$ cat src/include/copper_config.svh
// Shared build constants; list window must stay aligned to a power of two of size 2**LIST_AW

`ifndef COPPER_CONFIG_SVH
`define COPPER_CONFIG_SVH

// List RAM address width, 512 instruction words
`define COPPER_LIST_AW 9

// Host control registers on the graphics register bus
`define COPPER_REG_CTRL 12'hd20
`define COPPER_REG_YFLIP 12'hd21
`define COPPER_REG_BG 12'hd22
`define COPPER_REG_XPAN 12'hd23

// Host-writable list window, 12'h400 to 12'h5ff
`define COPPER_LIST_BASE 12'h400
`define COPPER_LIST_LAST 12'h5ff

// Background shown until the host or the list changes it
`define COPPER_BG_RESET 12'hf00

`endif
$ cat src/hw/copper_pkg.sv
// Types shared by the copper blocks; list address width follows the config header

`default_nettype none

`include "copper_config.svh"

package copper_pkg;

	typedef logic [11:0] gfx_addr_t;
	typedef logic [15:0] gfx_data_t;
	typedef logic [9:0] coord_t;
	// RGB444
	typedef logic [11:0] color_t;
	typedef logic [`COPPER_LIST_AW-1:0] list_addr_t;

	// Opcode in bits 15:12 of each list word, unlisted codes act as no-op
	typedef enum logic [3:0] {
		OP_JUMP           = 4'd1,
		OP_WAIT_V         = 4'd2,
		OP_WAIT_H         = 4'd3,
		OP_SKIP_V         = 4'd4,
		OP_SKIP_H         = 4'd5,
		OP_BG_WAIT_LINE   = 4'd6,
		OP_WAIT_V_REL     = 4'd7,
		OP_WAIT_H_REL     = 4'd8,
		OP_WRITE_REG      = 4'd9,
		OP_XPAN           = 4'd10,
		OP_XPAN_WAIT_LINE = 4'd11,
		OP_BG             = 4'd12
	} copper_op_t;

	typedef enum logic [2:0] {
		ST_BEGIN     = 3'd0,
		ST_EXECUTE   = 3'd1,
		ST_WAIT_V    = 3'd2,
		ST_WAIT_H    = 3'd3,
		ST_WRITE_REG = 3'd4
	} copper_state_t;

endpackage

// Sequencer to register block control path
interface copper_ctl_if;
	logic enable;
	logic bg_wr;
	logic xpan_wr;
	// Instruction word currently being executed
	copper_pkg::gfx_data_t op_data;

	modport seq(input enable, output bg_wr, output xpan_wr, output op_data);
	modport regs(output enable, input bg_wr, input xpan_wr, input op_data);
endinterface

`default_nettype wire

$ cat src/hw/copper_regs.sv
// Host and copper may write the same register in one cycle; the copper write wins

`default_nettype none

`include "copper_config.svh"

module copper_regs (
	input wire logic CLK,
	input wire logic RSTb,
	input wire copper_pkg::gfx_addr_t ADDRESS,
	input wire copper_pkg::gfx_data_t DATA_IN,
	input wire logic WR,
	copper_ctl_if.regs ctl,
	output copper_pkg::color_t background_color,
	output copper_pkg::coord_t x_pan,
	output copper_pkg::coord_t y_flip,
	output logic y_flip_en
);

	import copper_pkg::*;

	logic enable_r;

	assign ctl.enable = enable_r;

	always_ff @(posedge CLK) begin
		if (!RSTb) begin
			enable_r <= 1'b0;
			y_flip <= '0;
			y_flip_en <= 1'b0;
			background_color <= `COPPER_BG_RESET;
			x_pan <= '0;
		end else begin
			// Host side first
			if (WR) begin
				case (ADDRESS)
					`COPPER_REG_CTRL: begin
						enable_r <= DATA_IN[0];
					end
					`COPPER_REG_YFLIP: begin
						// Bit 15 enables the mirror, 9:0 is the mirror line
						y_flip <= coord_t'(DATA_IN[9:0]);
						y_flip_en <= DATA_IN[15];
					end
					`COPPER_REG_BG: begin
						background_color <= color_t'(DATA_IN[11:0]);
					end
					`COPPER_REG_XPAN: begin
						x_pan <= coord_t'(DATA_IN[9:0]);
					end
					default: begin
					end
				endcase
			end

			// Copper strobes override the host
			if (ctl.bg_wr) begin
				background_color <= color_t'(ctl.op_data[11:0]);
			end
			if (ctl.xpan_wr) begin
				x_pan <= coord_t'(ctl.op_data[9:0]);
			end
		end
	end

	// One list word sets either the background or the pan, never both
	a_single_copper_strobe: assert property (
		@(posedge CLK) disable iff (!RSTb)
		!(ctl.bg_wr && ctl.xpan_wr)
	);

endmodule

`default_nettype wire

$ cat src/flat_wrapper.sv
// flat-port wrapper written by rule: the top's interface ports become plain ports
module copper_regs_flat import copper_pkg::*;
  (CLK, RSTb, ADDRESS, DATA_IN, WR, background_color, x_pan, y_flip, y_flip_en, ctl_enable, ctl_bg_wr, ctl_xpan_wr, ctl_op_data);
  copper_ctl_if ctl_i ();
  input wire logic CLK;
  input wire logic RSTb;
  input wire copper_pkg::gfx_addr_t ADDRESS;
  input wire copper_pkg::gfx_data_t DATA_IN;
  input wire logic WR;
  output copper_pkg::color_t background_color;
  output copper_pkg::coord_t x_pan;
  output copper_pkg::coord_t y_flip;
  output logic y_flip_en;
  output wire logic [$bits(ctl_i.enable)-1:0] ctl_enable;
  input wire logic [$bits(ctl_i.bg_wr)-1:0] ctl_bg_wr;
  input wire logic [$bits(ctl_i.xpan_wr)-1:0] ctl_xpan_wr;
  input wire logic [$bits(ctl_i.op_data)-1:0] ctl_op_data;
  assign ctl_enable = ctl_i.enable;
  assign ctl_i.bg_wr = ctl_bg_wr;
  assign ctl_i.xpan_wr = ctl_xpan_wr;
  assign ctl_i.op_data = ctl_op_data;
  copper_regs u_core (.CLK(CLK), .RSTb(RSTb), .ADDRESS(ADDRESS), .DATA_IN(DATA_IN), .WR(WR), .ctl(ctl_i), .background_color(background_color), .x_pan(x_pan), .y_flip(y_flip), .y_flip_en(y_flip_en));
endmodule
$ cat config.mk
export PLATFORM = sky130hd
export DESIGN_NAME = copper_regs_flat
export DESIGN_NICKNAME = d
export VERILOG_FILES = /design/src/hw/copper_pkg.sv /design/src/hw/copper_regs.sv /design/src/flat_wrapper.sv
export VERILOG_INCLUDE_DIRS = /design/src /design/src/include
export SDC_FILE = /design/constraint.sdc
export NUM_CORES = 1
export LEC_CHECK = 0
export BUFFER_PORTS_ARGS = -buffer_cell sky130_fd_sc_hd__buf_4
export CAP_MARGIN = 20
export CELL_PAD_IN_SITES_DETAIL_PLACEMENT = 1
export CELL_PAD_IN_SITES_GLOBAL_PLACEMENT = 2
export CORE_UTILIZATION = 26
export DETAILED_ROUTE_END_ITERATION = 10
export GPL_TIMING_DRIVEN = 0
export PLACE_DENSITY_LB_ADDON = 0.08
export SLEW_MARGIN = 30
export SYNTH_ARGS = -nofsm -noshare
export SYNTH_HDL_FRONTEND = slang
export SYNTH_SLANG_ARGS = --single-unit
$ cat constraint.sdc
create_clock -name CLK -period 2.26 [get_ports CLK]
set_clock_uncertainty 0.15 [all_clocks]
set_input_delay 0.226 -clock CLK [delete_from_list [all_inputs] [get_ports CLK]]
set_output_delay 0.226 -clock CLK [all_outputs]
set_load 0.01 [all_outputs]
==> impl_metrics.csv, run 1 <==
group,metric,value,unit
pwr,p_per_area,558,nW/um^2
floorplanning,rows,29,
timing,hold-worst-slack,0.0602,ns
clock_network,h-tree-depth,2,
critical_path,r2r-end,"u_core.background_color[8]$_SDFFE_PN1P_",
clock_network,clock_latency,0.29,ns
critical_path,critPathMaxFanout,10,
synth,synth_area_per_cell,10.1,um^2
timing,finalCriticalPeriod,1.73,ns
final_layout,fin_cells,330,
floorplanning,io_pins,83,
floorplanning,fp.dieW,83.3,um
synth,synth_edf_count,0,
floorplanning,core_area,6350,um^2
clock_network,clk_root_buffer_cell,"clkbuf_8",
synth,synth-seq-area-share,0.396,
floorplanning,start_util,0.271,
route,wirelength,5.06,mm
critical_path,cp.depth,6,
critical_path,crit_path_cell_trace,"buf_4 -> or4b_4 -> nor4_4 -> buf_6 -> mux2i_1 -> nor2b_1",
synth,synth_cells,170,
timing,tightest_slew,0.747,ns
final_layout,final_layout_size_suffix_gt1_frac,0.447,
synth,synth_warnings,0,
clock_network,numCtsBuffers,5,
final_layout,regArea,681,um^2
clock_network,clock_sinks,34,
route,wire_per_inst,15.3,um
pwr,ir_drop,319,uV
critical_path,crit_start,"ADDRESS[3]",
clock_network,clockBufferDepth,2,
timing,rsz0062_at_grt,"false",
route,drt-initial-drc-count,38,
final_layout,area_growth_syn_to_layout,43.7,%
critical_path,cp_num_buf_inv,2,
critical_path,crit_family,"simple AND/OR/NAND/NOR gates",
route,drc,0,
critical_path,end_kind,"flip-flop",
clock_network,clk_pin_slew,0.07,ns
floorplanning,design.die.area,6940,um^2
floorplanning,die_h,83.3,um
run,drv_cap,0,
route,vias,1518,
timing,finalHoldViolCount,0,
critical_path,cp_slowest_stage_delay,0.57,ns
critical_path,r2r_slack,1.31,ns
timing,min_period_over_period,0.765,
critical_path,r2r-start,"u_core.background_color[8]$_SDFFE_PN1P_",
placement,gp_congestion,0.657,
route,vias_per_cell,4.60,
synth,synth_nets,219,
global_route,antenna_found_initial,0,
final_layout,diodes,0,
timing,slew_viol_final,0,
timing,maxSlewHeadroom,0.502,
clock_network,cts_setup_buffers,0,
synth,ys_seq_elements,34,
clock_network,tritoncts,"done",
route,dr.pass1.iters,3,
placement,dpl.hpwl,3.79,mm
final_layout,layout.nets,301,
critical_path,cp_slowest_cell,"or4b_4",
synth,synth_area,1720,um^2
clock_network,postCtsHoldBufs,0,
status,outcome,"finished, final reports clean",
placement,place_inst,322,
global_route,grt_pass1_wl,8.29,mm
synth,ys.flop_type,"dfxtp_1",
critical_path,crit_required,2.29,ns
global_route,grt_pass1_vias,1622,
synth,ys_types,25,
timing,tns,0,ns
timing,setup_viol_count_final,0,
global_route,gr-total-overflow,0,
synth,synthArstFlopShare,0,
route,ant_nets,0,
global_route,globalRouteTotalUtil,0.154,
final_layout,fillers,739,
final_layout,multiInputGateArea,970,um^2
min_path,hold_depth,3,
critical_path,reg2reg_depth,2,
min_path,hold_class,"in2reg",
critical_path,crit_path_end,"u_core.y_flip[7]$_SDFFE_PN0P_",
placement,io_buffers,75,
timing,fmax,578,MHz
critical_path,critPathKind,"in2reg",
clock_network,post_cts_resized,0,
critical_path,worstPathArrival,1.75,ns
pwr,p_leak,1.09,nW
critical_path,cp-start-kind,"input port",
global_route,grt_max_degree,11,
## cells in the mapped netlist, drive strengths merged, types with 2 or more instances
library cell,count,share of area
a41oi,2,0.021
buf,5,0.025
nor2b,11,0.040
nand2b,4,0.015
nor2,2,0.0087
mux2,22,0.15
nand2,41,0.090
nor4,2,0.016
mux2i,33,0.19
dfxtp,34,0.40
clkbuf,6,0.013
## stage by stage
step	utilization	cell area (um^2)	power, mW	setup WS (ns)
floorplan	-	1720	0.781	0.438
global placement	0.375	2380	0.917	0.241
detailed placement	0.375	2380	0.921	0.227
CTS	0.389	2470	1.40	0.532
global route	0.389	2470	1.45	0.466
finish	0.389	2470	1.38	0.531
## cell families (layout without fill, tap and decap cells)
kind of cell,after synthesis,after routing,synth area share
flip-flops,34,34,0.396
multiplexers,55,55,0.341
buffers and inverters,12,95,0.0400
AO/OA/AOI/OAI,4,4,0.0298
AND/OR/NAND/NOR,65,65,0.194
## metal layers
metal	global-route usage	up-vias	wire, um
met3	0.0437	7	376
met4	0.0643	0	80
met5	0	-	0
li1	-	741	-
met2	0.239	55	2230
met1	0.200	715	2380
## cells in the final DEF, fill, tap and decap left out
| master | instances |
|---|---|
| nor2b_1 | 11 |
| a41oi_1 | 1 |
| mux2_4 | 2 |
| mux2_2 | 20 |
| and3_1 | 1 |
| buf_6 | 3 |
| nor2_4 | 1 |
| inv_1 | 1 |
| buf_4 | 75 |
| nor4_4 | 1 |
| nand2b_1 | 4 |
| buf_1 | 1 |
| nand3b_1 | 1 |
| clkinv_2 | 1 |
| nor4_1 | 1 |
| nand4b_1 | 1 |
| nor2_1 | 1 |
| clkbuf_8 | 6 |
| buf_2 | 1 |
| clkbuf_1 | 7 |
| mux2i_1 | 33 |
| dfxtp_1 | 34 |
| a41oi_4 | 1 |
| o21a_1 | 1 |
| or4b_4 | 1 |
| nand2_1 | 41 |
| or2_2 | 1 |
| a21boi_0 | 1 |
## registers in the layout, summed over array words and instances (netlist names)
name	count
u_core.ctl.enable	1
u_core.y_flip_en	1
u_core.x_pan	10
u_core.background_color	12
u_core.y_flip	10
## final cells by class
cell class,instances,share of cell area
flip-flops and latches,34,0.276
multi-input cells,124,0.393
repair buffers,75,0.228
clock buffers,7,0.0350
well taps,77,0.0390
clock inverters,1,0.00203
plain buffers,11,0.0263
inverters,1,0.00152
## where the power goes
part / total [mW] / internal [mW] / leakage [nW] / switching, mW
clock: 0.478 / 0.246 / 0.0482 / 0.232
combinational: 0.259 / 0.146 / 0.766 / 0.113
sequential: 0.641 / 0.627 / 0.278 / 0.0144
total: 1.38 / 1.02 / 1.09 / 0.359
## worst min-delay path by stage
stage / startpoint / slack (ns) / endpoint
floorplan: DATA_IN[0] / 0.25 / u_core.y_flip[0]$_SDFFE_PN0P_
global placement: u_core.background_color[5]$_SDFFE_PN0P_ / 0.30 / u_core.background_color[5]$_SDFFE_PN0P_
detailed placement: u_core.background_color[4]$_SDFFE_PN0P_ / 0.31 / u_core.background_color[4]$_SDFFE_PN0P_
CTS: DATA_IN[15] / 0.05 / u_core.y_flip_en$_SDFFE_PN0P_
global route: DATA_IN[15] / 0.09 / u_core.y_flip_en$_SDFFE_PN0P_
finish: DATA_IN[15] / 0.06 / u_core.y_flip_en$_SDFFE_PN0P_
## worst register-to-register path, stage by stage, from the launching register on
cell	delay, ns
dfxtp_1	0.32
nand2b_1	0.13
mux2_2	0.25
No activity file was read; power rests on OpenSTA's default activity.
==> run 2: changes to the inputs <==
--- a/config.mk
+++ b/config.mk
@@ -6,11 +6,12 @@
 export SDC_FILE = /design/constraint.sdc
 export NUM_CORES = 1
 export LEC_CHECK = 0
+export ABC_AREA = 1
 export BUFFER_PORTS_ARGS = -buffer_cell sky130_fd_sc_hd__buf_4
 export CAP_MARGIN = 20
 export CELL_PAD_IN_SITES_DETAIL_PLACEMENT = 1
 export CELL_PAD_IN_SITES_GLOBAL_PLACEMENT = 2
-export CORE_UTILIZATION = 26
+export CORE_UTILIZATION = 24
 export DETAILED_ROUTE_END_ITERATION = 10
 export GPL_TIMING_DRIVEN = 0
 export PLACE_DENSITY_LB_ADDON = 0.08
==> constraint.sdc (replaced) <==
create_clock -name CLK -period 1.7 [get_ports CLK]
set_clock_uncertainty 0.15 [all_clocks]
set_input_delay 0.17 -clock CLK [delete_from_list [all_inputs] [get_ports CLK]]
set_output_delay 0.17 -clock CLK [all_outputs]
set_load 0.01 [all_outputs]
==> run 2 against run 1 <==
Total power is 34% higher. Global-route usage rose by 0.44 points. Sequential cell count unchanged. Via count is 37% higher. Worst hold slack got worse by 0.031 ns. Count of clock-buffer cells in the layout shrank 1. Cell count up 49%. First-iteration DRC count increased by 29%.
==> impl_metrics.csv, run 2 <==
group,metric,value,unit
clock_network,h-tree-depth,2,
run,drv_cap,0,
synth,synth_warnings,0,
global_route,grt_pass1_wl,10.3,mm
global_route,grt_pass1_vias,2127,
min_path,hold_class,"in2reg",
synth,ys_types,17,
timing,finalCriticalPeriod,1.27,ns
synth,synth_cells,298,
final_layout,largest_reg_flops,12,
synth,synth-seq-area-share,0.354,
final_layout,final_layout_size_suffix_gt1_frac,0.296,
clock_network,tritoncts,"done",
synth,netlist_top_cells_area,"dfxtp_1 35%, nand2_1 15%, nor2_1 9.0%",
timing,finalHoldViolCount,0,
global_route,grt_max_degree,11,
final_layout,final_cell_mix,"77 x nand2_1, 74 x buf_4, 46 x nor2_1",
route,drc,0,
final_layout,utilization,0.362,
global_route,gr-total-overflow,0,
synth,synthArstFlopShare,0,
floorplanning,fp.dieW,91.5,um
synth,ys_seq_elements,34,
final_layout,diodes,0,
timing,fmax,786,MHz
route,drt-initial-drc-count,49,
critical_path,worstPathArrival,1.35,ns
synth,synth_edf_count,0,
final_layout,top_regs,"u_core.background_color (12), u_core.x_pan (10), u_core.y_flip (10)",
timing,tns,0,ns
critical_path,r2r_slack,0.89,ns
clock_network,post_cts_resized,0,
critical_path,critPathMaxFanout,3,
synth,yosysMostFrequentCell,"nand2_1",
floorplanning,rows,32,
pwr,ir_drop,245,uV
route,vias,2081,
global_route,antenna_found_initial,0,
route,wire_per_inst,12.4,um
final_layout,final_common_cell,"nand2_1",
status,outcome,"finished, final reports clean",
critical_path,cp-start-kind,"input port",
floorplanning,die_h,91.5,um
synth,synth_area_per_cell,6.44,um^2
pwr,p_per_area,663,nW/um^2
critical_path,crit_required,1.77,ns
timing,rsz0062_at_grt,"false",
synth,synth_area,1920,um^2
global_route,globalRouteTotalUtil,0.159,
clock_network,clk_pin_slew,0.07,ns
placement,dpl.hpwl,4.84,mm
critical_path,end_kind,"flip-flop",
route,dr.pass1.iters,6,
clock_network,numCtsBuffers,5,
pwr,p_leak,1.48,nW
final_layout,layout.nets,439,
route,ant_nets,0,
timing,maxSlewHeadroom,0.690,
clock_network,clk_root_buffer_cell,"clkbuf_8",
timing,slew_viol_final,0,
synth,synth_commonest_cells,"77 x nand2_1, 46 x nor2_1, 45 x inv_1, 34 x dfxtp_1, 20 x o21ai_0",
route,vias_per_cell,4.24,
final_layout,top_register,"u_core.background_color",
floorplanning,core_area,7730,um^2
floorplanning,start_util,0.249,
synth,netlist.area_leader.share,0.354,
clock_network,clock_latency,0.28,ns
floorplanning,io_pins,83,
timing,setup_viol_count_final,0,
timing,hold-worst-slack,0.0296,ns
final_layout,area_growth_syn_to_layout,45.6,%
route,wirelength,6.07,mm
critical_path,critPathKind,"in2reg",
clock_network,clock_sinks,34,
floorplanning,design.die.area,8360,um^2
synth,ys.flop_type,"dfxtp_1",
timing,tightest_slew,0.464,ns
synth,synth_nets,347,
synth,synth_top_cell_by_area,"dfxtp_1",
timing,min_period_over_period,0.748,
placement,io_buffers,74,
clock_network,clockBufferDepth,2,
placement,gp_congestion,0.685,
run 2: cell count changes after synthesis, sizes merged, moves of 4 or more:
cell,before,now
a21oi,0,18
buf,5,13
inv,1,49
mux2,22,0
mux2i,33,0
nand2,41,79
nand2b,4,0
nand3,0,31
nor2,2,48
nor2b,11,0
o21ai,0,20
run 2: final cells by class:
type | count | area (um^2)
well taps | 102 | 128
multi-input cells | 197 | 930
fillers | 1000 | 4930
plain buffers | 18 | 126
clock buffers | 6 | 82.6
inverters | 49 | 184
flip-flops and latches | 34 | 681
repair buffers | 85 | 666
run 2: timing repair:
action                    in CTS  in global routing
hold buffers                  11                  0
buffers inserted               0                  0
hold endpoints to repair      11                  0
run 2: where the power goes:
part           internal (mW)  switching (mW)
combinational          0.199           0.196
sequential             0.836          0.0208
clock                  0.313           0.290
total                   1.35           0.506
run 2: metal layers:
metal / track usage / part of all wire
met1: 0.204 / 0.48
met2: 0.262 / 0.46
met3: 0.0385 / 0.052
met4: 0.0437 / 0.0074
met5: 0 / 0
run 2: cells by family (layout without fill, tap and decap cells):
| kind of cell | Yosys count | count (layout) | synth area share |
|---|---|---|---|
| simple gates | 159 | 159 | 0.381 |
| buf+inv | 67 | 158 | 0.162 |
| compound gates | 38 | 38 | 0.103 |
| flops | 34 | 34 | 0.354 |
run 2: worst paths after layout:
check                                                        startpoint                                  endpoint  cells past startpoint
worst min-delay path                                        DATA_IN[11]  u_core.background_color[11]$_SDFFE_PN1P_                      5
worst max register to register             u_core.x_pan[5]$_SDFFE_PN0P_              u_core.x_pan[5]$_SDFFE_PN0P_                      4
worst min register to register  u_core.background_color[8]$_SDFFE_PN1P_   u_core.background_color[8]$_SDFFE_PN1P_                      2
worst max-delay path                                         DATA_IN[0]              u_core.x_pan[0]$_SDFFE_PN0P_                      6
run 2: metrics by stage:
step                worst slack [ns]  instance area [um^2]  cells  power (mW)
floorplan                      0.600                  1920    298        1.06
global placement               0.280                  2600    474        1.25
detailed placement             0.282                  2600    474        1.26
CTS                            0.436                  2800    491        1.89
global route                   0.395                  2800    491        1.97
finish                         0.428                  2800    491        1.85
run 2: critical path, cell delays in order:
cell and delay [ns]:
dlygate4sd3_1 0.53, buf_4 0.12, inv_1 0.04, o21ai_0 0.29, a21oi_1 0.08, nor2_1 0.11
