[config.mk]
export PLATFORM = sky130hd
export DESIGN_NAME = copper_coord_xform
export DESIGN_NICKNAME = d
export VERILOG_FILES = /design/src/hw/copper_pkg.sv /design/src/hw/copper_coord_xform.sv
export VERILOG_INCLUDE_DIRS = /design/src /design/src/include
export SDC_FILE = /design/constraint.sdc
export NUM_CORES = 1
export LEC_CHECK = 0
export BUFFER_PORTS_ARGS = -buffer_cell sky130_fd_sc_hd__buf_4
export CAP_MARGIN = 20
export CORE_ASPECT_RATIO = 0.8
export CORE_MARGIN = 1.5
export CORE_UTILIZATION = 32
export CTS_BUF_LIST = sky130_fd_sc_hd__clkbuf_4 sky130_fd_sc_hd__clkbuf_8
export DETAILED_ROUTE_END_ITERATION = 10
export GPL_TIMING_DRIVEN = 0
export SYNTH_ARGS = -nofsm -noshare
export SYNTH_HDL_FRONTEND = slang
export SYNTH_SLANG_ARGS = --single-unit
[constraint.sdc]
create_clock -name CLK -period 2.63 [get_ports CLK]
set_input_delay 0.526 -clock CLK [delete_from_list [all_inputs] [get_ports CLK]]
set_output_delay 0.526 -clock CLK [all_outputs]
set_load 0.02 [all_outputs]
[src/include/copper_config.svh]
// Shared build constants; list window must stay aligned to a power of two of size 2**LIST_AW

`ifndef COPPER_CONFIG_SVH
`define COPPER_CONFIG_SVH

// List RAM address width, 512 instruction words
`define COPPER_LIST_AW 9

// Host control registers on the graphics register bus
`define COPPER_REG_CTRL 12'hd20
`define COPPER_REG_YFLIP 12'hd21
`define COPPER_REG_BG 12'hd22
`define COPPER_REG_XPAN 12'hd23

// Host-writable list window, 12'h400 to 12'h5ff
`define COPPER_LIST_BASE 12'h400
`define COPPER_LIST_LAST 12'h5ff

// Background shown until the host or the list changes it
`define COPPER_BG_RESET 12'hf00

`endif
[src/hw/copper_pkg.sv]
// Types shared by the copper blocks; list address width follows the config header

`default_nettype none

`include "copper_config.svh"

package copper_pkg;

	typedef logic [11:0] gfx_addr_t;
	typedef logic [15:0] gfx_data_t;
	typedef logic [9:0] coord_t;
	// RGB444
	typedef logic [11:0] color_t;
	typedef logic [`COPPER_LIST_AW-1:0] list_addr_t;

	// Opcode in bits 15:12 of each list word, unlisted codes act as no-op
	typedef enum logic [3:0] {
		OP_JUMP           = 4'd1,
		OP_WAIT_V         = 4'd2,
		OP_WAIT_H         = 4'd3,
		OP_SKIP_V         = 4'd4,
		OP_SKIP_H         = 4'd5,
		OP_BG_WAIT_LINE   = 4'd6,
		OP_WAIT_V_REL     = 4'd7,
		OP_WAIT_H_REL     = 4'd8,
		OP_WRITE_REG      = 4'd9,
		OP_XPAN           = 4'd10,
		OP_XPAN_WAIT_LINE = 4'd11,
		OP_BG             = 4'd12
	} copper_op_t;

	typedef enum logic [2:0] {
		ST_BEGIN     = 3'd0,
		ST_EXECUTE   = 3'd1,
		ST_WAIT_V    = 3'd2,
		ST_WAIT_H    = 3'd3,
		ST_WRITE_REG = 3'd4
	} copper_state_t;

endpackage


`default_nettype wire

[src/hw/copper_coord_xform.sv]
// Outputs lag inputs by one cycle; all arithmetic wraps at 1024 and there is no reset

`default_nettype none

module copper_coord_xform (
	input wire logic CLK,
	input wire copper_pkg::coord_t display_x,
	input wire copper_pkg::coord_t display_y,
	input wire copper_pkg::coord_t x_pan,
	input wire copper_pkg::coord_t y_flip,
	input wire logic y_flip_en,
	output copper_pkg::coord_t display_x_out,
	output copper_pkg::coord_t display_y_out
);

	import copper_pkg::*;

	coord_t x_next;
	coord_t y_next;
	coord_t y_mirrored;

	assign x_next = display_x + x_pan;

	// Reflect about the mirror line, lines above it pass unchanged
	assign y_mirrored = y_flip + y_flip - display_y;

	always_comb begin
		if (y_flip_en && (display_y >= y_flip)) begin
			y_next = y_mirrored;
		end else begin
			y_next = display_y;
		end
	end

	always_ff @(posedge CLK) begin
		display_x_out <= x_next;
		display_y_out <= y_next;
	end

endmodule

`default_nettype wire

==> reports/qor.yml, run 1 <==
synth:
  synthesis.area_mm2: 0.001484
  yosysTopAreaCell: "dfxtp_1"
  yosys-top-cells-area: "dfxtp_1 27%, ha_1 23%, inv_1 6.1%"
  ys_ff_latch: 20
  ys_warn_count: 0
  synth_nets: 241
  syn_inst: 170
  syn_avg_cell_area_um2: 8.729
  synth.top_cell.area_share_pct: 26.98
  async_flop_share_pct: 0
  ys_seq_area_share_pct: 26.98
  synth_cell_types: 34
  synth-edff-count: 0
  synthFlopType: "dfxtp_1"
power:
  ir_drop_mv: 0.2413
  p_leak_nw: 1.073
  power_mw: 0.9763
  power_density_mw_per_mm2: 475.2
timing:
  hold_viol: 0
  maxClockFrequency_ghz: 0.4700
  relSlewSlack_pct: 81.99
  timing.final.crit_share_pct: 80.90
  maxSlewViolCount: 0
  fin_crit_ns: 2.128
  fin_setup_tns_ns: 0
  grt_setup_unrepaired: "false"
  tightest_slew_ns: 0.2673
  finalSetupViolCount: 0
layout:
  n_antenna_cell: 0
  fin_area_mm2: 0.002054
  drive_gt1_share_pct: 30.34
  post-route-util_pct: 47.68
  area_growth_pct: 38.45
  fin_nets: 307
critical_path:
  arrival_ns: 2.26
  cp.buffers_inverters: 2
  critPathKind: "in2reg"
  crit_required_ns: 2.77
  path_max_fanout: 3
  critPathCaptureType: "flop"
  startpoint: "display_y[1]"
  cp_slowest_cell: "or3_1"
  crit_path_start_kind: "input port"
  crit_family: "simple AND/OR/NAND/NOR gates"
  crit_chain: "buf_4 -> inv_1 -> ha_1 -> nor2b_2 -> o2111ai_1 -> nand2_1 -> or3_1 -> a21o_1 -> a31o_1"
  critPathMaxStageDelay_ns: 0.35
die:
  start_util_pct: 34.44
  fp-row-count: 21
  io_pins: 62
  dieWidth_um: 79.14
  die_h_um: 63.91
  die_area_mm2: 0.005058
  core_region_area_mm2: 0.004309
flow_run:
  drv_cap: 0
cts:
  hold_buffers: 0
  postCtsSetupBuffers: 0
  clkTransAtPathRegs_ns: 0.07
  cts.sinks: 20
  cts_buffer_depth: 2
  cts_tree: "built"
  cts_root_buffer: "clkbuf_8"
  ctsResizeCount: 0
  numCtsBuffers: 3
  htreeDepth: 1
routing:
  drtIter0Drc: 10
  drt-total-wl_um: 2992
  drcViolationCount: 0
  wire_per_inst_um: 10.28
  vias_per_cell: 4.505
  drt_pass1_iterations: 2
  drtAntennaViolNets: 0
  dr_total_vias: 1311
grt:
  track_usage_pct: 11.98
  grt_overflow: 0
  grt_pass1_wl_um: 4871
  grt_pass1_vias: 1215
  antenna_found_initial: 0
  grt_max_degree: 11
place:
  place_area_mm2: 0.002013
  hpwl_um: 2669
  io_buffers: 61
  globalplace.congestion: 0.7662
run_status:
  status: "completed"
worst_hold_path:
  hp-start: "display_y[0]"
  hp-class: "in2reg"
[metal layers]
| metal | GRT usage, % | part of all wire (%) | vias to the layer above |
|---|---|---|---|
| met2 | 21.37 | 49 | 25 |
| met1 | 14.52 | 46 | 566 |
| met4 | 4.825 | 0.90 | 0 |
| li1 | - | - | 718 |
| met5 | 0 | 0 | - |
| met3 | 1.429 | 3.8 | 2 |
[Yosys cell counts, types with 2 or more instances]
cell,n
nand3_1,2
o2111ai_1,2
xnor2_1,9
a21o_1,7
o21ai_1,4
a21oi_1,13
nor2_1,8
dfxtp_1,20
fa_1,2
or3_1,2
ha_1,27
buf_2,2
o21ai_0,7
o21a_1,3
xor2_1,6
nand2_1,11
o21bai_1,2
inv_1,24
mux2_2,2
nand2b_1,3
[placed cells by master, fill, tap and decap left out, types with 3 or more instances in the layout]
| master | n |
|---|---|
| xor2_1 | 6 |
| xnor2_1 | 9 |
| clkbuf_8 | 3 |
| dfxtp_1 | 20 |
| a21o_1 | 7 |
| inv_1 | 24 |
| buf_4 | 61 |
| o21ai_0 | 7 |
| a21oi_1 | 13 |
| o21a_1 | 3 |
| ha_1 | 27 |
| nand2_1 | 11 |
| nand2b_1 | 3 |
| nor2_1 | 8 |
| o21ai_1 | 4 |
[sequential cells by signal (all words and copies together), names as in the netlist]
signal	cells
display_x_out	10
display_y_out	10
[power breakdown]
part           switching (mW)  internal [mW]  total (mW)  leakage, nW
Sequential             0.0122          0.354       0.366        0.169
Clock                  0.0919          0.102       0.193       0.0216
Combinational           0.211          0.206       0.417        0.883
[area by class of cell]
cell class	count	area [um2]
Buffer	2	10.01
Clock buffer	3	41.29
Fill cell	457	2255
Inverter	24	90.09
Multi-Input combinational cell	124	983.4
Sequential cell	20	400.4
Tap cell	57	71.32
Timing Repair Buffer	61	457.9
[logic make-up (layout without fill, tap and decap cells)]
| family | Yosys count | after routing | share of synthesized area, % |
|---|---|---|---|
| AOI/OAI and AO/OA | 47 | 47 | 20.24 |
| and+or+nand+nor | 31 | 31 | 10.20 |
| adders and majority gates | 29 | 29 | 25.46 |
| buffers and inverters | 26 | 90 | 6.746 |
| DFF | 20 | 20 | 26.98 |
| xor gates and xnor gates | 15 | 15 | 8.854 |
| muxes | 2 | 2 | 1.518 |
[path summary, 6_finish.rpt]
check / end / cells past startpoint
max: display_y_out[7] / 9
min: display_y_out[0] / 1
[through the flow]
stage | hold slack, ns | std cells | setup slack, ns
final | 0.3973 | 291 | 0.5024
after global routing | 0.3873 | 291 | 0.4365
after CTS | 0.3927 | 291 | 0.4946
after detailed placement | 0.6546 | 288 | 0.2295
after global placement | 0.6558 | 288 | 0.2469
after floorplan | 0.5537 | 170 | 0.4800
No activity file was read; power rests on OpenSTA's default activity.
==> run 2, diff against run 1 <==
==> constraint.sdc (replaced) <==
create_clock -name CLK -period 1.9 [get_ports CLK]
set_input_delay 0.38 -clock CLK [delete_from_list [all_inputs] [get_ports CLK]]
set_output_delay 0.38 -clock CLK [all_outputs]
set_load 0.02 [all_outputs]
==> run 2 against run 1 <==
  * Via count grew 3.3%
  * Clock power grew 39%
  * Design area grew 4.0%
  * Global-route usage about the same
  * Critical endpoint unchanged
  * Power is 42% higher
  * First-iteration DRC count is 30% higher
  * Sequential power increased by 38%
  * Worst setup slack worse by 0.47 ns
  * Critical path depth decreased by 1
==> reports/qor.yml, run 2 (synthesized netlist as in run 1, its figures left out) <==
routing:
  drcViolationCount: 0  # unchanged
  drtIter0Drc: 13  # was 10
  vias_per_cell: 4.637  # was 4.505
  drt_pass1_iterations: 3  # was 2
  drtAntennaViolNets: 0  # unchanged
  dr_total_vias: 1354  # was 1311
  wire_per_inst_um: 10.44  # was 10.28 um
  drt-total-wl_um: 3048  # was 2992 um
power:
  p_sw_mw: 0.4526  # was 0.3148 mW
  swShare_pct: 32.56  # was 32.25%
  share_comb_of_total_power_pct: 44.3  # was 42.7%
  power_density_mw_per_mm2: 650.8  # was 475.2 mW/mm2
  power_mw: 1.390  # was 0.9763 mW
  clockPowerShare_pct: 19.4  # was 19.8%
  p_seq_share_pct: 36.4  # was 37.5%
  p_int_mw: 0.9375  # was 0.6614 mW
  p_leak_nw: 1.098  # was 1.073 nW
  ir_drop_mv: 0.2755  # was 0.2413 mV
grt:
  grt_overflow: 0  # unchanged
  use_met1_pct: 14.40  # was 14.52%
  grt_max_degree: 11  # unchanged
  top_usage_layer: "met2"  # unchanged
  antenna_found_initial: 0  # unchanged
  grt_pass1_wl_um: 4816  # was 4871 um
  use_met3_pct: 1.571  # was 1.429%
  use_met2_pct: 21.05  # was 21.37%
  track_usage_pct: 11.94  # was 11.98%
  grt_pass1_vias: 1195  # was 1215
timing:
  timing.final.crit_share_pct: 98.12
  finalSetupViolCount: 0  # unchanged
  grt_setup_unrepaired: "true"  # was false
  holdWs_ns: 0.2620  # was 0.3973 ns
  maxSlewViolCount: 0  # unchanged
  hold_viol: 0  # unchanged
  relSlewSlack_pct: 83.14  # was 81.99%
  fin_crit_ns: 1.864
  maxClockFrequency_ghz: 0.5364
  fin_setup_tns_ns: 0  # unchanged
  tightest_slew_ns: 0.2503  # was 0.2673 ns
critical_path:
  arrival_ns: 2.00  # was 2.26 ns
  path_max_fanout: 3  # unchanged
  critPathKind: "in2reg"  # unchanged
  crit_required_ns: 2.04  # was 2.77 ns
  crit_path_start_kind: "input port"  # unchanged
  critPathCaptureType: "flop"  # unchanged
  startpoint: "y_flip[0]"  # was display_y[1]
cts:
  clkTransAtPathRegs_ns: 0.07  # about the same
  cts_buffer_depth: 2  # unchanged
  numCtsBuffers: 3  # unchanged
  cts_root_buffer: "clkbuf_8"  # unchanged
  cts_tree: "built"  # unchanged
  htreeDepth: 1  # unchanged
  cts.sinks: 20  # unchanged
layout:
  n_antenna_cell: 0  # unchanged
  layout_common_cells: "64 x buf_4, 26 x ha_1, 22 x inv_1"  # was 61 x buf_4, 27 x ha_1, 24 x inv_1
  area_growth_pct: 43.93  # was 38.45%
  reg_top3: "display_x_out (10), display_y_out (10)"  # unchanged
  fin_nets: 308  # was 307
  mostFrequentLayoutCell: "buf_4"  # unchanged
  drive_gt1_share_pct: 36.60  # was 30.34%
  post-route-util_pct: 49.56  # was 47.68%
place:
  hpwl_um: 2608  # was 2669 um
  io_buffers: 61  # unchanged
  globalplace.congestion: 0.7823  # was 0.7662
worst_hold_path:
  hp-class: "in2reg"  # unchanged
  hp-start: "display_y[0]"  # unchanged
die:
  io_pins: 62  # unchanged
  die_area_mm2: 0.005058  # unchanged
  fp-row-count: 21  # unchanged
  core_region_area_mm2: 0.004309  # unchanged
  start_util_pct: 34.44  # unchanged
  dieWidth_um: 79.14  # unchanged
  die_h_um: 63.91  # unchanged
run_status:
  status: "completed"  # unchanged
flow_run:
  drv_cap: 0  # unchanged
==> run 2: area by class of cell <==
cell class	count	area, um2
Multi-Input combinational cell	124	1050
Fill cell	424	2173
Tap cell	57	71.32
Timing Repair Buffer	63	473.0
Inverter	24	92.59
Buffer	1	7.507
Clock buffer	3	41.29
Sequential cell	20	400.4
==> run 2: worst paths after layout <==
| kind | slack, ns | depth (start not counted) | end |
|---|---|---|---|
| worst min-delay path | 0.26 | 1 | display_y_out[0] |
| worst max-delay path | 0.04 | 8 | display_y_out[7] |
==> run 2: per-stage QoR <==
step                area [um2]  cells  worst slack, ns
finish                    2136    292          0.03565
detailed placement        2047    288          -0.3193
floorplan                 1518    170         0.002876
global route              2136    292         -0.03026
CTS                       2090    290          0.01423
global placement          2047    288          -0.2914
==> run 2: metal layers <==
| layer | up-vias | routed length [um] |
|---|---|---|
| met1 | 603 | 1425 |
| met4 | 0 | 34 |
| li1 | 717 | - |
| met3 | 4 | 136 |
| met5 | - | 0 |
| met2 | 30 | 1452 |
==> run 2: what timing repair did <==
item,4_1_cts,5_1_grt
resized for setup,4,6
buffers inserted,0,2
pin swaps,3,6
endpoints found under the setup margin,9,7
hold buffers,0,0
==> run 2: power by group through the flow <==
stage               logic (mW)  registers, mW  clock network, mW
finish                   0.615          0.506              0.269
global route             0.673          0.511              0.303
CTS                      0.599          0.507              0.283
detailed placement       0.595          0.516                  0
global placement         0.591          0.516                  0
floorplan                0.270          0.608                  0
==> run 2: worst max-delay path, cell delays in order <==
cell and delay (ns):
buf_4 0.13, ha_1 0.29, nor2b_4 0.13, o2111ai_2 0.18
nand2_1 0.12, or3_4 0.38, a21o_1 0.16, a31o_1 0.22
==> run 3, diff against run 2 <==
--- a/config.mk
+++ b/config.mk
@@ -14,6 +14,7 @@
 export CTS_BUF_LIST = sky130_fd_sc_hd__clkbuf_4 sky130_fd_sc_hd__clkbuf_8
 export DETAILED_ROUTE_END_ITERATION = 10
 export GPL_TIMING_DRIVEN = 0
+export SETUP_SLACK_MARGIN = 0.5
 export SYNTH_ARGS = -nofsm -noshare
 export SYNTH_HDL_FRONTEND = slang
 export SYNTH_SLANG_ARGS = --single-unit
==> run 3 against run 2 <==
  * Power up 12%
  * Sequential power about the same
  * Clock power up 20%
  * Worst hold slack worse by 0.018 ns
  * Via count up 3.0%
  * Final cell count up 3.8%
  * Design area up 17%
  * Utilization up 8.6 points
  * Routed wire length up 11%
  * Fmax up 5.3%
  * Non-clock buffer count up 10
  * Worst setup slack better by 0.094 ns
  * Critical endpoint is now display_y_out[6]
==> reports/qor.yml, run 3 (synthesized netlist as in run 1, its figures left out) <==
place:
  globalplace.congestion: 0.8103  # was 0.7823
  dpl_worst_slack_ns: -0.1973  # was -0.3193 ns
  io_buffers: 61  # unchanged
  place_area_mm2: 0.002262  # was 0.002047 mm2
  hpwl_um: 2739  # was 2608 um
layout:
  mostFrequentLayoutCell: "buf_4"  # unchanged
  area_growth_pct: 68.80  # was 43.93%
  multi_input_area_mm2: 0.001270  # was 0.001050 mm2
  fin_nets: 318  # was 308
  reg_top3: "display_x_out (10), display_y_out (10)"  # unchanged
  drive_gt1_share_pct: 50.41  # was 36.60%
  post-route-util_pct: 58.13  # was 49.56%
  layout_common_cells: "66 x buf_4, 20 x dfxtp_1, 19 x inv_1"  # was 64 x buf_4, 26 x ha_1, 22 x inv_1
  seq_area_um2: 400.4  # unchanged
  n_fill_cell: 403  # was 424
  n_antenna_cell: 0  # unchanged
  fin_area_mm2: 0.002505  # was 0.002136 mm2
cts:
  cts.sinks: 20  # unchanged
  cts_root_buffer: "clkbuf_8"  # unchanged
  htreeDepth: 1  # unchanged
  numCtsBuffers: 3  # unchanged
  cts_buffer_depth: 2  # unchanged
  clkTransAtPathRegs_ns: 0.07  # about the same
  hold_buffers: 0  # unchanged
  cts_tree: "built"  # unchanged
timing:
  timing.final.crit_share_pct: 93.16  # was 98.12%
  tightest_slew_ns: 0.2160  # was 0.2503 ns
  relSlewSlack_pct: 85.45  # was 83.14%
  fin_crit_ns: 1.770  # was 1.864 ns
  maxSlewViolCount: 0  # unchanged
  holdWs_ns: 0.2440  # was 0.2620 ns
  fin_ws_ns: 0.1299  # was 0.03565 ns
  finalSetupViolCount: 0  # unchanged
  maxClockFrequency_ghz: 0.5649  # was 0.5364 GHz
  grt_setup_unrepaired: "true"  # unchanged
  hold_viol: 0  # unchanged
critical_path:
  critPathMaxStageDelay_ns: 0.38  # about the same
  critPathCaptureType: "flop"  # unchanged
  cp.buffers_inverters: 2  # was 1
  crit_family: "compound AO/OA/AOI/OAI gates"  # was simple AND/OR/NAND/NOR gates
  crit_chain: "buf_12 -> inv_16 -> fa_2 -> a21o_1 -> a21o_2 -> a21oi_2 -> o21bai_1 -> xor2_1 -> mux2_4"  # was buf_4 -> ha_1 -> nor2b_4 -> o2111ai_2 -> nand2_1 -> or3_4 -> a21o_1 -> a31o_1
  crit_path_start_kind: "input port"  # unchanged
  arrival_ns: 1.92  # was 2.00 ns
  crit_required_ns: 2.05  # was 2.04 ns
  critPathKind: "in2reg"  # unchanged
  path_max_fanout: 3  # unchanged
  cp_slowest_cell: "fa_2"  # was or3_4
power:
  power_density_mw_per_mm2: 623.3  # was 650.8 mW/mm2
  p_leak_nw: 1.180  # was 1.098 nW
  ir_drop_mv: 0.3360  # was 0.2755 mV
  power_mw: 1.561  # was 1.390 mW
grt:
  grt_max_degree: 12  # was 11
  track_usage_pct: 14.71  # was 11.94%
  grt_pass1_wl_um: 5947  # was 4816 um
  grt_overflow: 0  # unchanged
  antenna_found_initial: 0  # unchanged
  grt_pass1_vias: 1371  # was 1195
die:
  io_pins: 62  # unchanged
  die_h_um: 63.91  # unchanged
  core_region_area_mm2: 0.004309  # unchanged
  dieWidth_um: 79.14  # unchanged
  fp-row-count: 21  # unchanged
  start_util_pct: 34.44  # unchanged
  die_area_mm2: 0.005058  # unchanged
worst_hold_path:
  hp-class: "in2reg"  # unchanged
routing:
  vias_per_cell: 4.604  # was 4.637
  drcViolationCount: 0  # unchanged
  drtIter0Drc: 33  # was 13
  drtAntennaViolNets: 0  # unchanged
  drt-total-wl_um: 3383  # was 3048 um
  dr_total_vias: 1395  # was 1354
  wire_per_inst_um: 11.17  # was 10.44 um
  drt_pass1_iterations: 4  # was 3
run_status:
  status: "completed"  # unchanged
flow_run:
  drv_cap: 0  # unchanged
## run 3: path summary, 6_finish.rpt
check	startpoint	endpoint	slack (ns)	cells after the start
setup / recovery	display_y[1]	display_y_out[6]	0.13	9
hold / removal	display_y[0]	display_y_out[0]	0.24	1
## run 3: cell type report
type	count	area share, %
Tap cell	57	2.847
Sequential cell	20	15.98
Clock buffer	4	2.198
Multi-Input combinational cell	124	50.70
Timing Repair Buffer	72	22.73
Buffer	2	0.8991
Inverter	24	4.645
## run 3: per-stage QoR
| stage | TNS [ns] | cells |
|---|---|---|
| final | 0 | 303 |
| after floorplan | 0 | 170 |
| after global routing | 0 | 303 |
| after detailed placement | -1.165 | 288 |
| after global placement | -1.186 | 288 |
| after CTS | 0 | 300 |
## run 3: repair_timing
item / 4_1_cts / 5_1_grt
gates cloned: 1 / 0
hold endpoints to repair: 0 / 0
pin swaps: 21 / 14
resized for setup: 18 / 6
buffers inserted: 7 / 3
endpoints found under the setup margin: 12 / 12
## run 3: where the power goes
part	internal, mW	switching, mW	total, mW
clock network	0.185	0.140	0.324
registers	0.490	0.0165	0.506
logic	0.381	0.350	0.731
total	1.06	0.506	1.56
## run 3: routing by layer
layer / track usage, % / vias up / share of wire (%)
li1: - / 742 / -
met4: 5.921 / 0 / 1.8
met2: 24.36 / 38 / 43
met3: 2.143 / 5 / 6.2
met1: 19.12 / 610 / 49
met5: 0 / - / 0
